[config.mk]
export PLATFORM = sky130hd
export DESIGN_NAME = renamer_top
export DESIGN_NICKNAME = d
export VERILOG_FILES = /design/src/rtl/renamer_pkg.sv /design/src/rtl/free_list_if.sv /design/src/rtl/free_list_fifo.sv /design/src/rtl/rename_map.sv /design/src/rtl/rename_ctrl.sv /design/src/rtl/renamer_top.sv
export SDC_FILE = /design/constraint.sdc
export NUM_CORES = 1
export LEC_CHECK = 0
export BUFFER_PORTS_ARGS = -buffer_cell sky130_fd_sc_hd__buf_2
export CORE_UTILIZATION = 57
export CTS_CLUSTER_SIZE = 24
export DETAILED_ROUTE_END_ITERATION = 7
export GPL_ROUTABILITY_DRIVEN = 0
export GPL_TIMING_DRIVEN = 0
export PLACE_DENSITY = 0.76
export SETUP_SLACK_MARGIN = 0.05
export SYNTH_ARGS = -nofsm -noshare
export SYNTH_HDL_FRONTEND = slang
export SYNTH_SLANG_ARGS = --single-unit
[constraint.sdc]
create_clock -name clk -period 3.7 [get_ports clk]
set_input_delay 0.185 -clock clk [delete_from_list [all_inputs] [get_ports clk]]
set_output_delay 0.185 -clock clk [all_outputs]
set_load 0.01 [all_outputs]
[src/rtl/renamer_pkg.sv]
// ===================================================================
// renamer package: register counts, register-number types and the
// result record handed back for every accepted rename
// ===================================================================
package renamer_pkg;

   // ===================================================================
   // sizes
   // ===================================================================
   localparam int PREGS      = 64;              // physical registers in the file
   localparam int AREGS      = 16;              // architectural registers seen by software
   localparam int NBANKS     = 4;               // free-list banks, one per low-bit pattern
   localparam int BANK_DEPTH = PREGS / NBANKS;  // every register of a bank fits at once

   // ===================================================================
   // register-number types
   // ===================================================================
   typedef logic [$clog2(PREGS)-1:0]  pregno_t;   // physical register number
   typedef logic [$clog2(AREGS)-1:0]  aregno_t;   // architectural register number
   typedef logic [$clog2(NBANKS)-1:0] bankno_t;   // free-list bank index

   // the three physical registers reported one cycle after a rename
   // is accepted; old_preg is what commit later hands back to the free list
   typedef struct packed {
      pregno_t src_preg;   // current home of the source operand
      pregno_t new_preg;   // freshly allocated home of the destination
      pregno_t old_preg;   // previous home of the destination
   } rename_result_t;

endpackage

[src/rtl/free_list_if.sv]
`timescale 1ns/100ps
// ===================================================================
// free-list bank interface: push, pop, head and status of one bank
// ===================================================================
interface free_list_if import renamer_pkg::*; ();

   logic    push;        // return a register to the bank
   pregno_t push_preg;   // the register being returned
   logic    pop;         // take the head, valid in the same cycle
   pregno_t head;        // oldest free register, shown without a read delay
   logic    empty;       // nothing to allocate
   logic    full;        // every register of the bank is free
   logic    busy;        // still seeding after reset, no traffic allowed

   // the bank side owns the storage and reports status
   modport fifo (
      input  push,
      input  push_preg,
      input  pop,
      output head,
      output empty,
      output full,
      output busy
   );

   // the controller side decides when to pop and where frees go
   modport ctrl (
      output push,
      output push_preg,
      output pop,
      input  head,
      input  empty,
      input  full,
      input  busy
   );

endinterface

[src/rtl/free_list_fifo.sv]
`timescale 1ns/100ps
// ===================================================================
// free-list bank: first-word-fall-through register FIFO of physical
// register numbers, loads its own share of free registers after reset
// ===================================================================
module free_list_fifo import renamer_pkg::*; #(
   parameter int BANK = 0   // bank index, every register here has number % NBANKS == BANK
) (
   input logic       clk,
   input logic       rst_n,
   free_list_if.fifo fl
);

   localparam int SEEDS  = (PREGS - AREGS) / NBANKS;   // free registers per bank at reset
   localparam int PTR_W  = $clog2(BANK_DEPTH);
   localparam int CNT_W  = $clog2(BANK_DEPTH + 1);
   localparam int SEED_W = $clog2(SEEDS);

   pregno_t           mem [BANK_DEPTH];   // the storage array
   logic [PTR_W-1:0]  wr_ptr;             // next slot to fill
   logic [PTR_W-1:0]  rd_ptr;             // slot shown on head
   logic [CNT_W-1:0]  count;              // registers currently held
   logic [SEED_W-1:0] seed_cnt;           // how many seeds are in so far
   logic              busy;               // high until seeding is done
   pregno_t           seed_preg;          // register number being seeded
   logic              wr_en;
   logic              rd_en;
   pregno_t           wr_data;

   // ===================================================================
   // seeding
   // ===================================================================
   // registers below AREGS start out mapped, so the first seed of this bank
   // is AREGS+BANK and each later one is NBANKS further on
   assign seed_preg = pregno_t'(AREGS + BANK) + pregno_t'(NBANKS * seed_cnt);

   always_ff @(posedge clk) begin
      if (!rst_n) begin
         seed_cnt <= '0;
         busy     <= 1'b1;
      end else if (busy) begin
         seed_cnt <= seed_cnt + 1'b1;   // one seed per cycle
         if (seed_cnt == SEED_W'(SEEDS - 1))
            busy <= 1'b0;               // last seed goes in on this edge
      end
   end

   // ===================================================================
   // storage and pointers
   // ===================================================================
   // the seed counter owns the write port while busy, outside traffic is
   // dropped then, as it is when the request would over- or underflow
   assign wr_en   = busy | (fl.push & ~fl.full);
   assign wr_data = busy ? seed_preg : fl.push_preg;
   assign rd_en   = fl.pop & ~fl.empty & ~busy;

   always_ff @(posedge clk) begin
      if (wr_en)
         mem[wr_ptr] <= wr_data;
   end

   always_ff @(posedge clk) begin
      if (!rst_n) begin
         wr_ptr <= '0;
         rd_ptr <= '0;
         count  <= '0;
      end else begin
         if (wr_en)
            wr_ptr <= wr_ptr + 1'b1;   // depth is a power of two so pointers just wrap
         if (rd_en)
            rd_ptr <= rd_ptr + 1'b1;
         case ({wr_en, rd_en})
            2'b10:   count <= count + 1'b1;
            2'b01:   count <= count - 1'b1;
            default: count <= count;     // both or neither leaves the fill level alone
         endcase
      end
   end

   // ===================================================================
   // status towards the controller
   // ===================================================================
   assign fl.head  = mem[rd_ptr];                      // fall-through, popped value is seen now
   assign fl.empty = (count == '0);
   assign fl.full  = (count == CNT_W'(BANK_DEPTH));
   assign fl.busy  = busy;

   // ===================================================================
   // checks
   // ===================================================================
   // a pop on an empty bank would give the same register to two destinations
   a_pop_empty : assert property (@(posedge clk) disable iff (!rst_n)
      fl.pop |-> !fl.empty)
      else $error("free_list_fifo %0d: pop while empty", BANK);

   // a push on a full bank means some register was freed twice
   a_push_full : assert property (@(posedge clk) disable iff (!rst_n)
      fl.push |-> !fl.full)
      else $error("free_list_fifo %0d: push while full", BANK);

endmodule

[src/rtl/rename_map.sv]
`timescale 1ns/100ps
// ===================================================================
// rename map: architectural to physical register table, two
// combinational read ports and one write port
// ===================================================================
module rename_map import renamer_pkg::*; (
   input  logic    clk,
   input  logic    rst_n,
   input  aregno_t src_areg,    // source operand lookup
   output pregno_t src_preg,
   input  aregno_t dst_areg,    // destination lookup and write address
   output pregno_t old_preg,
   input  logic    wr_en,
   input  pregno_t wr_preg      // new home of dst_areg
);

   pregno_t map [AREGS];   // one physical register per architectural one
   logic    wr_dup;        // the written register already backs another entry

   // ===================================================================
   // table
   // ===================================================================
   always_ff @(posedge clk) begin
      if (!rst_n) begin
         for (int k = 0; k < AREGS; k++)
            map[k] <= pregno_t'(k);   // identity mapping out of reset
      end else if (wr_en) begin
         map[dst_areg] <= wr_preg;    // visible to the next request
      end
   end

   // both reads see the table before this cycle's write, so a request
   // whose source equals its destination gets the old mapping for both
   assign src_preg = map[src_areg];
   assign old_preg = map[dst_areg];

   // ===================================================================
   // checks
   // ===================================================================
   always_comb begin
      wr_dup = 1'b0;
      for (int k = 0; k < AREGS; k++) begin
         if (aregno_t'(k) != dst_areg && map[k] == wr_preg)
            wr_dup = 1'b1;   // two architectural registers would share storage
      end
   end

   // the free lists and this table must never both own a register, so a
   // register coming out of a bank can't be live in any other entry
   a_wr_dup : assert property (@(posedge clk) disable iff (!rst_n)
      wr_en |-> !wr_dup)
      else $error("rename_map: preg %0d written to areg %0d is mapped elsewhere",
                  wr_preg, dst_areg);

endmodule

[src/rtl/rename_ctrl.sv]
`timescale 1ns/100ps
// ===================================================================
// rename controller: picks a bank round-robin, pops it, updates the
// map, routes freed registers home and registers the rename result
// ===================================================================
module rename_ctrl import renamer_pkg::*; (
   input  logic           clk,
   input  logic           rst_n,
   free_list_if.ctrl      fl [NBANKS],
   input  logic           ren_valid,
   input  aregno_t        ren_src,
   input  aregno_t        ren_dst,
   input  logic           free_valid,
   input  pregno_t        free_preg,
   output aregno_t        map_src_areg,
   input  pregno_t        map_src_preg,
   output aregno_t        map_dst_areg,
   input  pregno_t        map_old_preg,
   output logic           map_wr_en,
   output pregno_t        map_wr_preg,
   output logic           ren_stall,
   output logic           ready,
   output logic           out_valid,
   output rename_result_t out_result
);

   logic [NBANKS-1:0] bank_empty;
   logic [NBANKS-1:0] bank_busy;
   pregno_t           bank_head [NBANKS];
   logic [NBANKS-1:0] pop_vec;
   logic [NBANKS-1:0] push_vec;
   bankno_t           rr_ptr;        // where the next search starts
   bankno_t           sel_bank;      // bank that serves this cycle's rename
   bankno_t           free_bank;     // home bank of the registered free
   logic              accept;        // rename taken at this edge
   logic              free_v_q;
   pregno_t           free_preg_q;
   logic              renamed_any;   // at least one rename since reset

   // ===================================================================
   // bank fan-out
   // ===================================================================
   for (genvar g = 0; g < NBANKS; g++) begin : g_bank
      assign bank_empty[g]   = fl[g].empty;
      assign bank_busy[g]    = fl[g].busy;
      assign bank_head[g]    = fl[g].head;
      assign pop_vec[g]      = accept && (sel_bank == bankno_t'(g));
      assign push_vec[g]     = free_v_q && (free_bank == bankno_t'(g));
      assign fl[g].pop       = pop_vec[g];
      assign fl[g].push      = push_vec[g];
      assign fl[g].push_preg = free_preg_q;   // only the addressed bank takes it
   end

   // ready follows the banks directly, all of them come out of reset busy
   assign ready     = ~|bank_busy;
   assign ren_stall = ~ready | (&bank_empty);   // nothing to hand out
   assign accept    = ren_valid & ~ren_stall;

   // first non-empty bank at or after the pointer, the pointer itself if
   // every bank is empty, which only happens while stalled
   always_comb begin
      bankno_t idx;
      logic    found;
      sel_bank = rr_ptr;
      found    = 1'b0;
      for (int i = 0; i < NBANKS; i++) begin
         idx = rr_ptr + bankno_t'(i);   // wraps around the bank count
         if (!found && !bank_empty[idx]) begin
            sel_bank = idx;
            found    = 1'b1;
         end
      end
   end

   // ===================================================================
   // map access
   // ===================================================================
   assign map_src_areg = ren_src;
   assign map_dst_areg = ren_dst;
   assign map_wr_en    = accept;
   assign map_wr_preg  = bank_head[sel_bank];   // head is live in the pop cycle

   // ===================================================================
   // control state
   // ===================================================================
   always_ff @(posedge clk) begin
      if (!rst_n) begin
         rr_ptr      <= '0;
         out_valid   <= 1'b0;
         free_v_q    <= 1'b0;
         renamed_any <= 1'b0;
      end else begin
         out_valid <= accept;     // one-cycle pulse per accepted rename
         free_v_q  <= free_valid;
         if (accept) begin
            rr_ptr      <= bankno_t'(sel_bank + 1'b1);   // start after the bank just used
            renamed_any <= 1'b1;
         end
      end
   end

   // result and free payload, qualified by out_valid and free_v_q
   always_ff @(posedge clk) begin
      free_preg_q <= free_preg;
      if (accept)
         out_result <= '{src_preg: map_src_preg,
                         new_preg: bank_head[sel_bank],
                         old_preg: map_old_preg};
   end

   assign free_bank = bankno_t'(free_preg_q);   // low bits name the home bank

   // ===================================================================
   // checks
   // ===================================================================
   // until something has been renamed every register below AREGS is still
   // the live home of its architectural register and can't be freed
   a_free_arch : assert property (@(posedge clk) disable iff (!rst_n)
      (free_valid && !renamed_any) |-> (free_preg >= pregno_t'(AREGS)))
      else $error("rename_ctrl: preg %0d freed before any rename", free_preg);

endmodule

[src/rtl/renamer_top.sv]
`timescale 1ns/100ps
// ===================================================================
// register renamer top: four free-list banks, the map table and the
// controller, with plain ports towards the core
// ===================================================================
module renamer_top import renamer_pkg::*; (
   input  logic    clk,
   input  logic    rst_n,
   input  logic    ren_valid,      // rename request strobe
   input  aregno_t ren_src,
   input  aregno_t ren_dst,
   input  logic    free_valid,     // commit returns a register
   input  pregno_t free_preg,
   output logic    ren_stall,      // hold the request while high
   output logic    out_valid,      // result pulse, one cycle after accept
   output pregno_t out_src_preg,
   output pregno_t out_new_preg,
   output pregno_t out_old_preg,
   output logic    ready           // seeding finished
);

   free_list_if    fl_if [NBANKS] ();   // one bundle per bank
   aregno_t        map_src_areg;
   aregno_t        map_dst_areg;
   pregno_t        map_src_preg;
   pregno_t        map_old_preg;
   logic           map_wr_en;
   pregno_t        map_wr_preg;
   rename_result_t out_result;

   // ===================================================================
   // free-list banks
   // ===================================================================
   for (genvar g = 0; g < NBANKS; g++) begin : g_bank
      free_list_fifo #(
         .BANK (g)
      ) bank_inst (
         .clk   (clk),
         .rst_n (rst_n),
         .fl    (fl_if[g])
      );
   end

   rename_map rename_map_inst (
      .clk      (clk),
      .rst_n    (rst_n),
      .src_areg (map_src_areg),
      .src_preg (map_src_preg),
      .dst_areg (map_dst_areg),
      .old_preg (map_old_preg),
      .wr_en    (map_wr_en),
      .wr_preg  (map_wr_preg)
   );

   rename_ctrl rename_ctrl_inst (
      .clk          (clk),
      .rst_n        (rst_n),
      .fl           (fl_if),
      .ren_valid    (ren_valid),
      .ren_src      (ren_src),
      .ren_dst      (ren_dst),
      .free_valid   (free_valid),
      .free_preg    (free_preg),
      .map_src_areg (map_src_areg),
      .map_src_preg (map_src_preg),
      .map_dst_areg (map_dst_areg),
      .map_old_preg (map_old_preg),
      .map_wr_en    (map_wr_en),
      .map_wr_preg  (map_wr_preg),
      .ren_stall    (ren_stall),
      .ready        (ready),
      .out_valid    (out_valid),
      .out_result   (out_result)
   );

   // split the registered result onto the three output buses
   assign out_src_preg = out_result.src_preg;
   assign out_new_preg = out_result.new_preg;
   assign out_old_preg = out_result.old_preg;

endmodule

; ---- Yosys cells after proc, flatten, opt, wreduce, memory -nomap -nowiden
; Memories as Yosys holds them, arrays and structs flattened. A register that Yosys moved wholly into a read port is not among the register bits.
; Index checks and enable logic that the tools add are counted.
[totals]
elab_cells = 203
out_inout_bits = 21
input_bits = 18
mem_count = 5
reg_bits = 88
latch_bits = 0
mem_bits_ro = 0
ramBits = 480
[classes]
add_sub_neg = 28
mux = 56
div_mod_pow = 0
n_reduce_logical = 30
n_lt_le_gt_ge = 5
mul = 0
n_bitwise = 32
shift = 0
eq_ne = 22
[mem_list]
columns = name, depth, word_bits, read_ports, rd_clocked_by_memory_dff, write_ports, line
row1 = g_bank[0].bank_inst.mem, 16, 6, 1, 1, 1, free_list_fifo.sv:19  ; pregno_t mem [BANK_DEPTH];
row2 = g_bank[1].bank_inst.mem, 16, 6, 1, 1, 1, free_list_fifo.sv:19
row3 = g_bank[2].bank_inst.mem, 16, 6, 1, 1, 1, free_list_fifo.sv:19
row4 = g_bank[3].bank_inst.mem, 16, 6, 1, 1, 1, free_list_fifo.sv:19
row5 = rename_map_inst.map, 16, 6, 2, 2, 16, rename_map.sv:17  ; pregno_t map [AREGS];
[op_table]
columns = cell, count
row1 = "4-bit by 1-bit adder with 4-bit output, second input constant", 12
row2 = 6-bit two-way mux, 7
row3 = 5-bit one-hot mux with 2 select lines, 4
row4 = 4-bit two-way mux, 9
row5 = 1-bit two-way mux, 28
row6 = "5-bit by 6-bit adder with 6-bit output, first input constant", 4
row7 = "5-bit by 1-bit adder with 5-bit output, second input constant", 4
row8 = "5-bit == test, second input constant", 4
row9 = 5-bit zero test, 4
row10 = "5-bit by 1-bit subtractor with 5-bit output, second input constant", 4
row11 = "2-bit == test, second input constant", 8
row12 = "4-bit == test, second input constant", 4
row13 = 1-bit bitwise AND, 13
row14 = 1-bit NOT, 13
row15 = 6-bit binary-select mux with 2-bit select, 1
row16 = "2-bit by 1-bit == test with 1-bit output, second input constant", 6
row17 = "2-bit by 3-bit < comparator with 1-bit output, second input constant", 4
row18 = 1-bit logical AND, 11
row19 = 1-bit binary-select mux with 2-bit select, 4
row20 = 2-bit nonzero test, 4
row21 = 1-bit zero test, 6
row22 = 2-bit two-way mux, 3
row23 = 6-bit OR reduction, 1
row24 = 1-bit bitwise OR, 5
row25 = 7 further kinds, 10

; ---- Logic depth before layout (Yosys ltp)
[logic_depth]
depth_word = 18
ltp_mapped = 19
ltp_nobuf = 16

; ---- Hierarchy
; A second synthesis with hierarchy kept.
[hier_totals]
cells_unflattened = 1710
hier_area_um2 = 26507.9
[by_module_without_submodules]
columns = module, seq_area_each_um2, cells_per_inst, n_inst, area_per_inst_um2
row1 = free_list_fifo (g_bank[0].bank_inst ...), 3323.2, 310, 3, 4961.0
row2 = rename_map, 2882.8, 353, 1, 5247.5
row3 = free_list_fifo (g_bank[3].bank_inst), 3323.2, 310, 1, 4954.8
row4 = rename_ctrl, 740.7, 117, 1, 1422.6

; ---- Worst setup path after synthesis
; OpenSTA, ideal clock, no wires.
[synth_timing]
kind = reg-to-reg
startpoint = register g_bank[2].bank_inst.busy
endpoint = register g_bank[0].bank_inst.count[4]
path_buffers = 1
setup_slack_ps = -379
arrival_ps = 4009
path_stages_with_launch = 16
setup_time_ps = 70
synth_period_minus_slack_ps = 4079
required_ps = 3630
cell_sequence = dfxtp_1 -> nor4_2 -> nand3_1 -> inv_1 -> o31ai_4 -> nor4_4 -> ha_1 -> clkbuf_1 -> xor2_1 -> ha_1 -> o21a_1 -> o22a_1 -> a21oi_1 -> xor2_1 -> or3_1 -> a21oi_1
[synth_between]
elab_chain_cells = 9
word_cells_on_any_way = 11
cone_classes = eq/ne (2) / mux (1) / bitwise (5) / reduce/logical (3)
[synth_lines]
columns = element, line
row1 = start: declaration, free_list_fifo.sv:24  ; logic busy;
row2 = start signal: assignment, free_list_fifo.sv:40  ; busy <= 1'b1;
row3 = start signal: assignment, free_list_fifo.sv:44  ; busy <= 1'b0;
row4 = 4-bit OR reduction *, rename_ctrl.sv:55  ; assign ready = ~|bank_busy;
row5 = 1-bit bitwise OR *, rename_ctrl.sv:56  ; assign ren_stall = ~ready | (&bank_empty);
row6 = 1-bit NOT *, rename_ctrl.sv:57  ; assign accept = ren_valid & ~ren_stall;
row7 = 1-bit bitwise AND *, rename_ctrl.sv:57
row8 = via map_wr_en, renamer_top.sv:27  ; logic map_wr_en;
row9 = 1-bit logical AND *, rename_ctrl.sv:47  ; assign pop_vec[g] = accept && (sel_bank == bankno_t'(g));
row10 = 1-bit bitwise AND * (2 in a row), free_list_fifo.sv:55  ; assign rd_en = fl.pop & ~fl.empty & ~busy;
row11 = 2-bit by 1-bit == test with 1-bit output or 2-bit == test (tied branches), free_list_fifo.sv:72  ; case ({wr_en, rd_en})
row12 = 5-bit one-hot mux with 2 select lines or 2-bit nonzero test (tied branches), --
row13 = end signal: assignment, free_list_fifo.sv:73  ; 2'b10: count <= count + 1'b1;
row14 = end signal: assignment, free_list_fifo.sv:74  ; 2'b01: count <= count - 1'b1;
row15 = end signal: assignment, free_list_fifo.sv:75  ; default: count <= count;
row16 = end: declaration, free_list_fifo.sv:22  ; logic [CNT_W-1:0] count;
; The timed path passes the listed nets; every way through them passes the cells marked *.
; A chain may end at the register's enable or synchronous reset.

; ---- Final worst setup path
[layout_timing]
startpoint = register g_bank[0].bank_inst.count[2]
endpoint = output port ren_stall
[layout_between]
elab_chain_cells = 3
[layout_lines]
columns = element, line
row1 = 5-bit zero test, free_list_fifo.sv:84  ; assign fl.empty = (count == '0);
row2 = 4-bit AND reduction, rename_ctrl.sv:56
row3 = 1-bit bitwise OR, rename_ctrl.sv:56
row4 = end: declaration, renamer_top.sv:14  ; output logic ren_stall,
; No other way between the ends.

==> summary.txt <==
Clock tree
  – CTS clk-pin slew, worst paths: 0.06 ns
  – Clock Path Buffers: 3
  – # H-tree levels: 2
  – CTS root buf: clkbuf_16
  – Clock latency on the worst-skew pair: about 0.63 ns
  – CTS tree: done
  – Clock sink total: 596
  – CTS Buf Count: between 50 and 60

Critical path
  – Reg2reg start: g_bank[3].bank_inst.count[0]
  – Critical Path End Type: primary output
  – Crit path from: g_bank[0].bank_inst.count[2]
  – R2R setup slack: around 0.020 ns
  – Critical path depth in cells: 17
  – CP Max Fanout: 9
  – Worst r2r dst: g_bank[0].bank_inst.count[4]
  – Cell depth of the worst flop-to-flop path: 15
  – Most frequent CP cell: buf_4
  – Crit-path leading delay family: buffers and inverters
  – WP data arrival: about 3.5 ns
  – Worst path slowest cell: or4_4
  – Setup crit end: ren_stall
  – Crit start category: flip-flop
  – Slowest Stage Delay on Critical Path: between 0.5 and 0.6 ns
  – Setup CP Type: reg2out
  – Critical Path RT: between 3 and 4 ns
  – Critical-path cell list: buf_6 -> or4_4 -> nor2_4 -> buf_6 -> nand4_1 -> buf_4 -> buf_4 -> buf_4 -> buf_4 -> buf_4 -> buf_4 -> buf_4 -> buf_4 -> buf_4 -> buf_4 -> nand2_2 -> buf_6
  – Worst Path Buf+Inv: 13

Final layout
  – Nets: around 1.8k
  – Register area: approximately 0.017 sq mm
  – # diodes: 0
  – Area growth from synthesis to final layout: 13.3%
  – Multi-input combinational cell area: approximately 0.0085 sq mm
  – Core Util, Final: 0.658
  – Layout cells sized above 1: 0.259
  – Final Non-Filler Cells: 2351
  – Filler cells: between 2k and 3k

Timing
  – Fin. max-slew vios: 0
  – Minimum clock period: 3.69 ns
  – Slew @ Worst Pin: ~1.3 ns
  – RSZ-0062 raised after global routing: yes
  – Layout Skew: 0.0333 ns
  – Endpoints failing hold: 0
  – Final setup fails: 0
  – Fmax: about 270 MHz
  – Setup tns final: 0 ns
  – Relative slew margins: 0.101
  – Tcrit/Tclk final: 0.998

Die
  – Die X: around 210 um
  – Die area: around 0.046 sq mm
  – Row count: slightly below 80
  – Die height: between 200 and 250 um
  – Core Area: 0.0444 sq mm
  – Initial Utilization: 0.580
  – # IOs: 39

Logic synthesis
  – Xor/xnor cell area share of the yosys netlist: 0.0153
  – Synthesized area per cell: between 15 and 20 sq um
  – Main combinational cell family by area after synthesis: multiplexers
  – Synth top area share: 0.580
  – Post-synth top area cell: edfxtp_1
  – Mux share of post-synthesis cell area: 0.171
  – YS warnings: 0
  – Synth area leaders: edfxtp_1 58%, mux4_2 16%, dfxtp_1 7.6%, ha_1 2.1%, a21oi_1 2.0%
  – Post-synth ARST share: 0
  – Synth Area in Compound Gates: 0.0453
  – Synth cell types: 69
  – Mapped Cells: between 1.5k and 2k
  – Sequential area share after synthesis: 0.656
  – EDFF count, synth: roughly 500
  – Main synth FF type: edfxtp_1
  – Mapped Nets: approximately 1.6k
  – Yosys reg bits: slightly below 600
  – Synth Area in Simple Gates: 0.0674
  – Cell Area, Synth: 0.0258 sq mm
  – Synth Area in Adders: 0.0209

Placement
  – Cell Count Post-Placement: about 2.2k
  – Port Buf Inserts: 34
  – Dpl hpwl: 39200 um

Power and ir drop
  – Leak pwr: 9.58 nW
  – Cell Pwr Density: 496 mW/mm^2
  – Post-layout power: between 10 and 15 mW
  – VDD IR max: between 0.4 and 0.5 mV

Route
  – # DRC: 0
  – Drt first pass iters: 6
  – Routed Antenna Nets: 0
  – Vias/cell: 6.41
  – Routed len/inst: between 20 and 30 um
  – Routed wire length: 59100 um
  – DR iter-0 viols: around 2.1k
  – Via count: 15.1k

Global routing
  – Pin count of the biggest net entering global routing: 17
  – Total gr overflow: 0
  – Initial antenna violation count: 2
  – GRT Resource Usage Total: 0.257
  – First-pass GRT wire length: between 80000 and 90000 um
  – Vias in the first global route: 15.0k

Status
  – Status: finished, final reports clean

Hold path
  – Worst min path class: in2reg
  – Hold_sp: ren_src[3]

Job
  – MaxCap Viol Count: 0
[routing by layer]
layer | routed length (um) | GRT usage
met5 | 10 | 0
met4 | 1820 | 0.0879
met3 | 5310 | 0.0495
met2 | 29500 | 0.430
met1 | 22500 | 0.341
[area by class of cell]
| class | count | share of cell area |
|---|---|---|
| inverter | 27 | 0.00360 |
| timing repair inverter | 1 | 0.000171 |
| clock inverter | 25 | 0.00844 |
| timing repair buffer | 83 | 0.0196 |
| tap | 592 | 0.0254 |
| multi-input combinational | 843 | 0.291 |
| sequential | 596 | 0.580 |
| clock buffer | 82 | 0.0540 |
| buffer | 102 | 0.0182 |
[flip-flops by register name, indices dropped and copies added (netlist names), named ones only]
register	cells
g_bank.bank_inst.wr_ptr	16
rename_ctrl_inst.free_v_q	1
g_bank.bank_inst.count	20
rename_ctrl_inst.out_valid	1
rename_map_inst.map	96
g_bank.bank_inst.seed_cnt	16
g_bank.bank_inst.rd_ptr	16
g_bank.bank_inst.fl.busy	4
rename_ctrl_inst.rr_ptr	2
rename_ctrl_inst.fl.push_preg	6
g_bank.bank_inst.mem	384
rename_ctrl_inst.out_result	18
[worst reg2reg max path, delay by kind of cell, from the launching register on]
kind	cells	cell delay, ns
AO/OA/AOI/OAI	7	1.12
AND/OR/NAND/NOR	3	1.23
buffers and inverters	1	0.14
adder cells (fa/ha/maj)	2	0.43
flip-flops	1	0.37
XOR/XNOR	2	0.32
[through the flow]
step / instance area (sq um) / hold WS, ns / worst slack [ns]
final: 29200 / 0.0411 / 0.00836
after global routing: 29200 / 0.0386 / -0.0940
after CTS: 28900 / 0.0224 / 0.0225
after detailed placement: 26700 / 0.289 / -0.844
after global placement: 26700 / 0.288 / -0.713
after floorplan: 25800 / 0.213 / -0.0509
[what timing repair did]
action / 4_1_cts / 5_1_grt
hold endpoints to repair: 13 / 0
cloned: 1 / 0
buffers inserted: 24 / 15
endpoints found under the setup margin: 11 / 75
pin swaps: 17 / 21
gates resized for setup: 28 / 40
hold buffers: 10 / 0
[cells in the final DEF (no fill, tap or decap), drive strengths merged, types with 14 or more instances in the layout]
master,n
a21oi,101
buf,127
clkbuf,130
clkinv,18
dfxtp,98
edfxtp,498
ha,43
inv,28
mux2i,26
mux4,180
nand2,98
nand2b,20
nand3,44
nand4,15
nor2,116
nor3,20
o21ai,14
xnor2,18
xor2,27
[worst min path at each step]
| stage | depth (start not counted) | end | slack (ns) |
|---|---|---|---|
| global placement | 1 | rename_ctrl_inst.fl[0].push_preg[2] | 0.29 |
| CTS | 2 | rename_ctrl_inst.out_result[13] | 0.02 |
| floorplan | 0 | rename_ctrl_inst.fl[0].push_preg[0] | 0.21 |
| detailed placement | 1 | rename_ctrl_inst.fl[0].push_preg[2] | 0.29 |
| finish | 2 | rename_ctrl_inst.out_result[13] | 0.04 |
| global route | 2 | rename_ctrl_inst.out_result[14] | 0.04 |
[where the power goes]
| group | internal (mW) | switching, mW |
|---|---|---|
| clock network | 3.24 | 2.48 |
| registers | 7.46 | 0.0824 |
| logic | 0.431 | 0.792 |
| total | 11.1 | 3.36 |
[cell families (layout without fill, tap and decap cells)]
logic type	count (synthesis)	in the layout
AO/OA/AOI/OAI	179	179
XOR/XNOR	45	45
multiplexers	214	214
AND/OR/NAND/NOR	362	362
adder cells (fa/ha/maj)	43	43
buffers and inverters	133	320
flip-flops	596	596
[cell usage after synthesis, types with 3 or more instances]
cell	count
a21boi_0	4
a21o_1	5
a21oi_1	101
a222oi_1	3
a22oi_1	6
a22oi_2	6
a31oi_1	3
and3_1	5
buf_1	17
buf_2	20
buf_4	9
buf_6	7
clkbuf_1	52
dfxtp_1	98
edfxtp_1	498
ha_1	43
inv_1	26
mux2_2	8
mux2i_1	26
mux4_2	180
nand2_1	98
nand2b_1	20
nand3_1	44
nand4_1	15
nor2_1	113
nor2b_1	5
nor3_1	20
nor4_1	5
o21a_1	6
o21ai_0	13
o22a_1	4
o22ai_1	3
o31ai_1	3
or2_2	4
or3_1	9
or4_1	3
or4_4	3
xnor2_1	18
xor2_1	27
Power figures use the tool's default switching activity.
